==> config.mk <==
export PLATFORM = sky130hd
export DESIGN_NAME = music_player
export DESIGN_NICKNAME = d
export VERILOG_FILES = /design/src/rtl/player_pkg.sv /design/src/rtl/song_pkg.sv /design/src/rtl/timer_if.sv /design/src/rtl/music_player.sv /design/src/rtl/part_display.sv /design/src/rtl/tone_generator.sv /design/src/rtl/note_sequencer.sv /design/src/rtl/ms_timer.sv
export SDC_FILE = /design/constraint.sdc
export NUM_CORES = 1
export LEC_CHECK = 0
export BUFFER_PORTS_ARGS = -buffer_cell sky130_fd_sc_hd__buf_4
export CAP_MARGIN = 40
export CORE_MARGIN = 1.5
export CORE_UTILIZATION = 55
export DETAILED_ROUTE_END_ITERATION = 10
export PLACE_DENSITY_LB_ADDON = 0.3
export SETUP_SLACK_MARGIN = 0.15
export SYNTH_ARGS = -nofsm -noshare
export SYNTH_HDL_FRONTEND = slang
export SYNTH_SLANG_ARGS = --single-unit
export TNS_END_PERCENT = 5
==> constraint.sdc <==
create_clock -name clk -period 20.4 [get_ports clk]
set_clock_uncertainty 0.15 [all_clocks]
set_input_delay 2.04 -clock clk [delete_from_list [all_inputs] [get_ports clk]]
set_output_delay 2.04 -clock clk [all_outputs]
set_load 0.1 [all_outputs]
==> src/rtl/player_pkg.sv <==
// #########################################################
// player widths, sequencer states and 7-segment digit table
// #########################################################

package player_pkg;

  localparam int freq_w = 10;  // tone frequency in Hz
  localparam int ms_w = 12;  // durations in milliseconds
  localparam int tpm_w = 16;  // clock ticks per millisecond
  localparam int seg_w = 7;

  // note sequencer FSM
  typedef enum logic [1:0] {
    LOAD = 2'd0,  // fetch note, start timer
    PLAY = 2'd1,  // tone sounding
    GAP  = 2'd2,  // silence after a tone
    REST = 2'd3  // silent note
  } seq_state_t;

  // segment patterns, bit 0 = top, bit 6 = middle
  //      --0--
  //     5     1
  //      --6--
  //     4     2
  //      --3--
  localparam logic [seg_w-1:0] digit_segments [0:9] = '{
    7'b0111111,  // 0
    7'b0000110,  // 1
    7'b1011011,  // 2
    7'b1001111,  // 3
    7'b1100110,  // 4
    7'b1101101,  // 5
    7'b1111100,  // 6
    7'b0000111,  // 7
    7'b1111111,  // 8
    7'b1100111  // 9
  };

endpackage
==> src/rtl/song_pkg.sv <==
// #########################################################
// note record, part kinds, melody tables and part order
// #########################################################

package song_pkg;

  // freq 0 marks a rest
  typedef struct packed {
    logic [player_pkg::freq_w-1:0] freq;
    logic [3:0]                    beats;
  } note_t;

  typedef enum logic [1:0] {
    INTRO  = 2'd0,
    VERSE  = 2'd1,
    CHORUS = 2'd2
  } part_kind_t;

  localparam note_t intro_notes [0:5] = '{
    '{10'd554, 4'd6},  // c5s
    '{10'd622, 4'd10},  // e5f
    '{10'd622, 4'd6},  // e5f
    '{10'd698, 4'd6},  // f5
    '{10'd0, 4'd4},  // rest
    '{10'd415, 4'd2}  // a4f
  };

  localparam note_t verse_notes [0:5] = '{
    '{10'd0, 4'd2},  // rest
    '{10'd277, 4'd1},  // c4s
    '{10'd277, 4'd1},  // c4s
    '{10'd311, 4'd2},  // e4f
    '{10'd261, 4'd1},  // c4
    '{10'd233, 4'd5}  // b3f
  };

  localparam note_t chorus_notes [0:5] = '{
    '{10'd466, 4'd1},  // b4f
    '{10'd415, 4'd1},  // a4f
    '{10'd698, 4'd3},  // f5
    '{10'd622, 4'd6},  // e5f
    '{10'd523, 4'd1},  // c5
    '{10'd466, 4'd2}  // b4f
  };

  // song layout, parts 1 to 6
  localparam part_kind_t part_order [0:5] = '{
    INTRO, INTRO, VERSE, CHORUS, VERSE, CHORUS
  };

  // verse runs at half tempo
  function automatic int unsigned part_beat_mult(part_kind_t kind);
    return (kind == VERSE) ? 2 : 1;
  endfunction

endpackage

==> src/rtl/timer_if.sv <==
// #########################################################
// sequencer to millisecond timer connection
// #########################################################

`timescale 1ns/1ps

interface timer_if;
  import player_pkg::*;

  logic            load;  // one-cycle start pulse
  logic [ms_w-1:0] length_ms;  // valid with load
  logic            done;  // last millisecond ends
  logic            busy;  // counting

  modport seq (
    output load,
    output length_ms,
    input  done,
    input  busy
  );

  modport timer (
    input  load,
    input  length_ms,
    output done,
    output busy
  );

endinterface

==> src/rtl/music_player.sv <==
// #########################################################
// tune player top level
// #########################################################

`timescale 1ns/1ps

module music_player #(
  parameter int beat_ms = 100  // tempo
) (
  input  logic                         clk,
  input  logic                         rst,
  input  logic [player_pkg::tpm_w-1:0] ticks_per_milli,
  output logic                         sound,
  output logic [player_pkg::seg_w-1:0] segments,
  output logic                         dot
);
  import player_pkg::*;

  logic [freq_w-1:0] tone_freq;
  logic [2:0]        part_num;
  logic              sounding;

  timer_if tmr_bus ();

  ms_timer timer_i (
    .clk             (clk),
    .rst             (rst),
    .ticks_per_milli (ticks_per_milli),
    .tmr             (tmr_bus.timer)
  );

  note_sequencer #(
    .beat_ms (beat_ms)
  ) seq_i (
    .clk       (clk),
    .rst       (rst),
    .tmr       (tmr_bus.seq),
    .tone_freq (tone_freq),
    .part_num  (part_num),
    .sounding  (sounding)
  );

  tone_generator tone_i (
    .clk             (clk),
    .rst             (rst),
    .ticks_per_milli (ticks_per_milli),
    .freq            (tone_freq),
    .sound           (sound)
  );

  part_display display_i (
    .part_num (part_num),
    .sounding (sounding),
    .segments (segments),
    .dot      (dot)
  );

endmodule

==> src/rtl/part_display.sv <==
// #########################################################
// 7-segment part number and tone dot
// #########################################################

`timescale 1ns/1ps

module part_display (
  input  logic [2:0]                   part_num,
  input  logic                         sounding,
  output logic [player_pkg::seg_w-1:0] segments,
  output logic                         dot
);
  import player_pkg::*;

  localparam int num_digits = $size(digit_segments);

  always_comb begin
    segments = '0;  // blank outside 0-9
    if (int'(part_num) < num_digits) begin
      segments = digit_segments[part_num];
    end
  end

  assign dot = sounding;

endmodule

==> src/rtl/tone_generator.sv <==
// #########################################################
// phase accumulator square-wave tone
// #########################################################

`timescale 1ns/1ps

module tone_generator (
  input  logic                          clk,
  input  logic                          rst,
  input  logic [player_pkg::tpm_w-1:0]  ticks_per_milli,
  input  logic [player_pkg::freq_w-1:0] freq,
  output logic                          sound
);
  import player_pkg::*;

  localparam int tps_w = tpm_w + 10;  // room for ticks_per_milli * 1000

  logic [tps_w-1:0] ticks_per_sec;
  logic [tps_w-1:0] half_period;
  logic [tps_w-1:0] acc_q;
  logic [tps_w-1:0] acc_sum;
  logic             sound_q;

  assign ticks_per_sec = tps_w'(ticks_per_milli) * tps_w'(1000);
  assign half_period = ticks_per_sec >> 1;
  assign acc_sum = acc_q + tps_w'(freq);

  always_ff @(posedge clk) begin
    if (rst || (freq == '0)) begin
      acc_q   <= '0;
      sound_q <= 1'b0;
    end else if (acc_sum >= half_period) begin
      acc_q   <= acc_sum - half_period;  // keep the remainder phase
      sound_q <= ~sound_q;
    end else begin
      acc_q <= acc_sum;
    end
  end

  // silent as soon as the note stops
  assign sound = sound_q && (freq != '0);

endmodule

==> src/rtl/note_sequencer.sv <==
// #########################################################
// FSM stepping through song parts and notes
// #########################################################

`timescale 1ns/1ps

module note_sequencer #(
  parameter int beat_ms = 100
) (
  input  logic                          clk,
  input  logic                          rst,
  timer_if.seq                          tmr,
  output logic [player_pkg::freq_w-1:0] tone_freq,
  output logic [2:0]                    part_num,
  output logic                          sounding
);
  import player_pkg::*;
  import song_pkg::*;

  localparam int last_note = $size(intro_notes) - 1;
  localparam int last_part = $size(part_order) - 1;

  seq_state_t      state;
  logic [2:0]      part_idx;  // 0-based position in part_order
  logic [2:0]      note_idx;
  part_kind_t      cur_kind;
  note_t           cur_note;
  logic [ms_w-1:0] note_len;
  logic [ms_w-1:0] gap_len;

  assign cur_kind = part_order[part_idx];

  // all three tables share one length
  always_comb begin
    case (cur_kind)
      INTRO:   cur_note = intro_notes[note_idx];
      VERSE:   cur_note = verse_notes[note_idx];
      default: cur_note = chorus_notes[note_idx];
    endcase
  end

  assign note_len = ms_w'(int'(cur_note.beats) * part_beat_mult(cur_kind) * beat_ms);
  assign gap_len = note_len / 3;  // silence after each tone

  // second load restarts the timer for the gap
  assign tmr.load = (state == LOAD) || ((state == PLAY) && tmr.done);
  assign tmr.length_ms = (state == PLAY) ? gap_len : note_len;

  assign sounding = (state == PLAY) && tmr.busy;
  assign tone_freq = sounding ? cur_note.freq : '0;
  assign part_num = part_idx + 3'd1;  // shown as 1 to 6

  always_ff @(posedge clk) begin
    if (rst) begin
      state    <= LOAD;
      part_idx <= '0;
      note_idx <= '0;
    end else begin
      case (state)
        LOAD: begin
          if (cur_note.freq != '0) begin
            state <= PLAY;
          end else begin
            state <= REST;  // rest keeps its full length
          end
        end
        PLAY: begin
          if (tmr.done) begin
            state <= GAP;
          end
        end
        default: begin  // GAP and REST
          if (tmr.done) begin
            state <= LOAD;
            if (note_idx == 3'(last_note)) begin
              note_idx <= '0;
              if (part_idx == 3'(last_part)) begin
                part_idx <= '0;  // back to first intro
              end else begin
                part_idx <= part_idx + 3'd1;
              end
            end else begin
              note_idx <= note_idx + 3'd1;
            end
          end
        end
      endcase
    end
  end

endmodule

==> src/rtl/ms_timer.sv <==
// #########################################################
// millisecond prescaler and duration down-counter
// #########################################################

`timescale 1ns/1ps

module ms_timer (
  input  logic                         clk,
  input  logic                         rst,
  input  logic [player_pkg::tpm_w-1:0] ticks_per_milli,
  timer_if.timer                       tmr
);
  import player_pkg::*;

  logic [tpm_w-1:0] pre_cnt;  // cycle within current ms, 1-based
  logic [ms_w-1:0]  ms_left;
  logic             busy_q;
  logic             ms_end;

  assign ms_end = (pre_cnt == ticks_per_milli);

  // length_ms zero is never loaded by the sequencer
  assign tmr.done = busy_q && ms_end && (ms_left == ms_w'(1));
  assign tmr.busy = busy_q;

  always_ff @(posedge clk) begin
    if (rst) begin
      busy_q  <= 1'b0;
      pre_cnt <= '0;
      ms_left <= '0;
    end else if (tmr.load) begin  // restart, even when busy
      busy_q  <= 1'b1;
      pre_cnt <= tpm_w'(1);
      ms_left <= tmr.length_ms;
    end else if (busy_q) begin
      if (ms_end) begin
        pre_cnt <= tpm_w'(1);
        ms_left <= ms_left - ms_w'(1);
        if (ms_left == ms_w'(1)) begin
          busy_q <= 1'b0;  // done cycle was the last one
        end
      end else begin
        pre_cnt <= pre_cnt + tpm_w'(1);
      end
    end
  end

endmodule

* Word level (Yosys, flattened, before mapping)
Memories as Yosys holds them, arrays and structs flattened.
Index checks and enable logic that the tools add are counted.
** Storage, ports and cells
- Flip-flop bits (word level) :: 64
- ROM bits :: 464
- Input port bits :: 18
- Word-level logic and storage cells :: 92
- Memories kept :: 5
** Operators by class
- Add/subtract/negate cells :: 6
- Multipliers :: 3
- Divide/modulo/power cells :: 1
- Order comparisons :: 4
- Equality and inequality tests :: 7
- Mux-type cells :: 31
- Bitwise operators :: 5
- Reduce and logical (&&, ||, !) cells :: 21
** Memories
- (no name shown) :: depth 8, width 14, rd ports 1, clocked after Yosys merged registers in 0, write ports 0, RTL line note_sequencer.sv:38 : default: cur_note = chorus_notes[note_idx];
- (no name shown) :: depth 16, width 7, rd ports 1, clocked after Yosys merged registers in 0, write ports 0, RTL line part_display.sv:20 : segments = digit_segments[part_num];
- (no name shown) :: depth 8, width 14, rd ports 1, clocked after Yosys merged registers in 0, write ports 0, RTL line note_sequencer.sv:36 : INTRO: cur_note = intro_notes[note_idx];
- (no name shown) :: depth 8, width 14, rd ports 1, clocked after Yosys merged registers in 0, write ports 0, RTL line note_sequencer.sv:37 : VERSE: cur_note = verse_notes[note_idx];
- (no name shown) :: depth 8, width 2, rd ports 1, clocked after Yosys merged registers in 0, write ports 0, RTL line note_sequencer.sv:31 : assign cur_kind = part_order[part_idx];
** Operators with widths (count)
- 2-to-1 mux 14 bit :: 6
- 2-to-1 mux 12 bit :: 4
- divider 12 x 2 -> 32 bit, second input constant :: 1
- multiplier 32 x 5 -> 10 bit, second input constant :: 1
- multiplier 4 x 32 -> 32 bit :: 1
- one-hot mux 14 bit (2 select lines) :: 1
- adder 26 x 10 -> 26 bit :: 1
- greater-or-equal comparator 26 x 25 -> 1 bit :: 1
- 2-to-1 mux 26 bit :: 1
- subtractor 26 x 25 -> 26 bit :: 1
- multiplier 16 x 7 -> 23 bit, second input constant :: 1
- nonzero test 10 bit :: 2
- adder 16 x 1 -> 16 bit, second input constant :: 1
- equality test 16 bit :: 1
- 2-to-1 mux 16 bit :: 1
- 2-to-1 mux 7 bit :: 2
- equality test 12 x 1 -> 1 bit, second input constant :: 1
- 2-to-1 mux 2 bit :: 6
- inverter 3 -> 4 bit :: 3
- subtractor 12 x 1 -> 12 bit, second input constant :: 1
- logical NOT 10 bit :: 1
- 2-to-1 mux 10 bit :: 1
- greater-or-equal comparator 4 bit, second input constant :: 2
- adder 3 x 1 -> 3 bit, second input constant :: 2
- 15 further kinds :: 35

* Longest topological paths before layout
- Depth in word-level cells :: 11
- Depth in mapped cells :: 54
- Mapped depth without buffers :: 48

* Modules after synthesis
Synthesis repeated with hierarchy kept, for this count alone.
** Second synthesis, totals
- Cells, all modules :: 1590
- Area, all modules :: 12528.3 um^2
** Modules (own cells, without submodules)
- tone_generator :: times used 1, cells an instance 661, area an instance 5773.0 um^2
- note_sequencer :: times used 1, cells an instance 702, area an instance 4902.2 um^2
- ms_timer :: times used 1, cells an instance 206, area an instance 1694.1 um^2
- part_display :: times used 1, cells an instance 21, area an instance 158.9 um^2

* Least setup slack after synthesis
No wires, ideal clock.
- Path kind :: reg-to-reg
- Start :: register seq_i.part_idx[0]
- End :: register timer_i.ms_left[0]
- Arrival :: 11.061 ns
- Data required time :: 20.128 ns
- Setup slack :: 9.067 ns
- Cell stages (with the launch flop) :: 53
- Path buffers :: 7
- Clock period less this slack :: 11.333 ns
- Cell sequence :: dfxtp_1 -> clkbuf_1 -> inv_1 -> ha_1 -> inv_1 -> nand2_1 -> o21ai_0 -> nand2_1 -> o21ai_1 -> clkbuf_1 -> ha_1 -> ha_1 -> ha_1 -> inv_1 -> fa_1 -> buf_4 -> nor3b_2 -> nand3_1 -> (+17 left out) -> a21oi_1 -> nand2_1 -> ha_1 -> clkbuf_1 -> nor3_1 -> mux2i_1 -> nor4_2 -> xnor2_1 -> ha_1 -> a2111oi_4 -> and2_1 -> buf_4 -> mux2i_1 -> ha_1 -> xor2_1 -> xnor2_1 -> a211oi_1 -> a221o_1
** Between the ends
- Longest elaborated chain between the ends :: 11
** Ends and longest elaborated chain
- from (decl) :: RTL line note_sequencer.sv:24 : logic [2:0] part_idx;
- from (signal assigned) :: RTL line note_sequencer.sv:80 : part_idx <= part_idx + 3'd1;
- inverter 3 -> 4 bit (not written as such) (*) :: RTL line note_sequencer.sv:31
- memory (8 x 2 bit) (*)
- 2-to-1 mux 2 bit (not written as such) (*) (2 in a row) :: RTL line note_sequencer.sv:31
- equality test 2 x 1 -> 1 bit / logical NOT 2 bit (equally long branches) :: RTL line song_pkg.sv:53, note_sequencer.sv:35
- one-hot mux 14 bit (2 select lines) / 2-to-1 mux 2 bit (equally long branches) :: RTL line note_sequencer.sv:35, song_pkg.sv:53
- multiplier 4 x 32 -> 32 bit (*) :: RTL line note_sequencer.sv:42 : assign note_len = ms_w'(int'(cur_note.beats) * part_beat_mult(cur_kind) * beat_ms);
- multiplier 32 x 5 -> 10 bit (*) :: RTL line note_sequencer.sv:42
- divider 12 x 2 -> 32 bit (*) :: RTL line note_sequencer.sv:43 : assign gap_len = note_len / 3;
- 2-to-1 mux 12 bit (*) :: RTL line note_sequencer.sv:47 : assign tmr.length_ms = (state == PLAY) ? gap_len : note_len;
- 2-to-1 mux 12 bit (*) :: RTL line ms_timer.sv:31 : end else if (tmr.load) begin
- to (signal assigned) :: RTL line ms_timer.sv:34 : ms_left <= tmr.length_ms;
- to (signal assigned) :: RTL line ms_timer.sv:38 : ms_left <= ms_left - ms_w'(1);
- to (decl) :: RTL line ms_timer.sv:16 : logic [ms_w-1:0] ms_left;
Mark *: on every way between the ends. The rest lies on a longest branch, timed or not. The select of a mux whose other input is x is not followed.
A chain may end at the register's enable or synchronous reset.

* Final worst setup path
Same ends and word-level chain as after synthesis.

==> results.md <==
* Synth Register Bits at 64
* Root Driver: clkbuf_16
* Post-synthesis average cell area at 7.79 um^2
* First-pass GRT wire length at 47,900 um
* Most common cell after layout, fill and taps aside: nor2_1
* Overall Global Routing Usage at 0.266
* Final period util at 0.669
* Post-Synthesis Cell Area at 11,300 um^2
* Critical Path Most Common Cell: ha_1
* Clock transition at the registers of the reported paths at 0.06 ns
* Synth cell types at 97
* WS Path Type: flip-flop to flip-flop
* Required time of the critical path at 20.47 ns
* Critical path arrival at 13.72 ns
* Worst Hold Launch: timer_i.ms_left[3]$_SDFFE_PP0P_
* Port-buffer cells at 26
* Highest attainable clock frequency at 73.2 MHz
* Ratio of cells with drive above 1 in the final layout at 0.0741
* Unrepaired setup endpoints after global routing: false
* Initial Util at 0.560
* Critical path startpoint category: flip-flop
* Cells after Synth at 1,450
* GR Overflow Total at 0
* Remaining DRCs at 0
* P_leak at 5.11 nW
* Initial antenna violation count at 0
* Final Hold Fails at 0
* Total CTS buffers at 9
* Drt first pass iters at 5
* Die ar. at 21,400 um^2
* Ant diodes at 0
* Ys flop type: dfxtp_1
* Hold buffers post-CTS at 0
* Row Count at 52
* DRT antenna net count at 0
* Crit. End Element: flip-flop
* R2R depth at 43
* Filler instances at 1,854
* Detailed placement HPWL at 22,200 um
* Overall die width at 146 um
* Worst vdd ir at 0.0000902 V
* WL/cell at 16.1 um
* Rel. slew slack at 0.396
* Boundary Pins at 27
* Crit-path slowest cell: fa_1
* Post-synth EDFFs at 0
* Slew @ Worst Pin at 0.900 ns
* YS warnings at 0
* Worst R2R Start: seq_i.part_idx[0]$_SDFFE_PP0P_
* CTS max path bufs at 2
* Number of global-route vias before repair at 10,200
* Status: finished clean
* DRT Wirelength at 27,900 um
* Vias at 10,500
* Hold WC Path Type: flip-flop to flip-flop
* Area Growth Syn to Fin at 6.55%
* Max Cap Viol at 0
* CTS tree: yes
* Hold Path Sink: timer_i.ms_left[3]$_SDFFE_PP0P_
* Final Setup Violations at 0
* Ys async rst share at 0
* Setup TNS at 0 ns
* Post_cts resized at 0
* RR Endpoint: timer_i.ms_left[0]$_SDFFE_PP0P_
* CTS H-Tree Depth at 3
* Setup Buffers After CTS at 0
* DR vias/cell at 6.10
* Core area at 20,200 um^2
* Register area share after synthesis at 0.113
* Largest net degree at the start of global routing at 47
* CP max stage delay at 0.73 ns
* Initial DRC Count at 748
* Hold Crit Depth at 2
* Slack of the worst reg-to-reg path at 6.75 ns
* Clock sink count at 64
* Pins Over Slew Limit at 0
* Fin crit period at 13.65 ns
* Fin nets at 1,656
* Clock Latency Late Sink at 0.34 ns
* Register area at 1280 um^2
* Commonest cells after routing, fill and taps aside: nor2_1, ha_1, a21oi_1, inv_1, nand2_1
* Power density over cell area at 101 nW/um^2
* Footprint of the multi-input gates at 9390 um^2
* Routability cong. at 0.926
* Die height at 146 um
* Final Core Density at 0.597
* Worst-path maximum fanout at 13
==> synthesized netlist by cell type (11+ instances only) <==
library cell,number,area (um^2)
fa_1,57,1140
a21o_1,19,143
nor3_1,36,180
o21a_1,11,82.6
a21boi_0,12,90.1
xor2_1,50,438
a21oi_1,111,556
nor4_1,13,81.3
a211oi_1,21,158
xnor2_1,72,631
mux2i_1,17,170
and3_1,16,100
o21ai_0,85,425
dfxtp_1,64,1280
or3_1,11,68.8
nor2_1,164,616
inv_1,108,405
nand4_1,18,113
nand3_1,45,225
clkbuf_1,31,116
o31a_1,13,114
and2_1,11,68.8
nand2_1,103,387
o211ai_1,13,97.6
ha_1,129,1610
nand2b_1,14,87.6
==> sequential cells by signal, summed over array words and instances (netlist names) <==
signal            count
seq_i.note_idx        3
seq_i.part_idx        3
timer_i.ms_left      12
tone_i.acc_q         26
timer_i.tmr.busy      1
tone_i.sound_q        1
timer_i.pre_cnt      16
seq_i.state           2
==> worst max-delay path by stage <==
stage	start	to	slack, ns	cells past startpoint
2_1_floorplan	seq_i.part_idx[0]$_SDFFE_PP0P_	timer_i.ms_left[0]$_SDFFE_PP0P_	9.07	52
3_3_place_gp	seq_i.part_idx[0]$_SDFFE_PP0P_	timer_i.ms_left[0]$_SDFFE_PP0P_	7.49	43
3_5_place_dp	seq_i.part_idx[0]$_SDFFE_PP0P_	timer_i.ms_left[0]$_SDFFE_PP0P_	7.02	43
4_1_cts	seq_i.part_idx[0]$_SDFFE_PP0P_	timer_i.ms_left[0]$_SDFFE_PP0P_	6.97	43
5_1_grt	seq_i.part_idx[0]$_SDFFE_PP0P_	timer_i.ms_left[0]$_SDFFE_PP0P_	5.62	43
6_report	seq_i.part_idx[0]$_SDFFE_PP0P_	timer_i.ms_left[0]$_SDFFE_PP0P_	6.75	43
==> per-layer routing <==
metal	GRT usage	share of wire	vias to the layer above
li1	-	-	5198
met1	0.369	0.47	4972
met2	0.427	0.45	323
met3	0.0466	0.064	41
met4	0.0672	0.016	0
met5	0	0	-
==> critical path: cells and delay by family (launching register included) <==
family,cells,cell delay [ns]
fa+ha+maj,10,3.48
simple gates,12,3.38
buf+inv,2,0.24
mux,2,0.53
flops,1,0.53
xor+xnor,4,1.05
compound gates,13,4.12
==> cell families (layout without fill, tap and decap cells) <==
kind of cell | after synthesis | in the layout | synth area share
compound gates | 409 | 409 | 0.250
xor+xnor | 130 | 130 | 0.108
fa+ha+maj | 187 | 187 | 0.245
buf+inv | 156 | 162 | 0.0566
flops | 64 | 64 | 0.113
mux | 22 | 22 | 0.0201
other cells | 1 | 2 | 0.000332
simple gates | 481 | 481 | 0.207
==> report_power, final <==
group / leakage, nW / switching (mW) / total [mW] / internal [mW]
Clock: 0.166 / 0.0610 / 0.181 / 0.120
Combinational: 4.42 / 0.520 / 0.902 / 0.382
Sequential: 0.519 / 0.00356 / 0.131 / 0.128
==> area by class of cell <==
type | count | share of cell area
multi-input combinational | 1231 | 0.780
sequential | 64 | 0.106
inverter | 110 | 0.0343
tap | 270 | 0.0281
timing repair buffer | 36 | 0.0222
clock buffer | 9 | 0.0187
clock inverter | 7 | 0.00998
==> stage by stage <==
step                      cell area [um^2]  setup WS [ns]  cells  total power [mW]  hold slack (ns)
after floorplan                      11300           9.07   1451             0.864            0.286
after global placement               11700           7.49   1708              1.01            0.295
after detailed placement             11700           7.02   1711              1.02            0.300
after CTS                            12000           6.97   1727              1.21            0.307
after global routing                 12000           5.62   1727              1.33            0.349
final                                12000           6.75   1727              1.21            0.315
(Power assumes the default switching activity.)
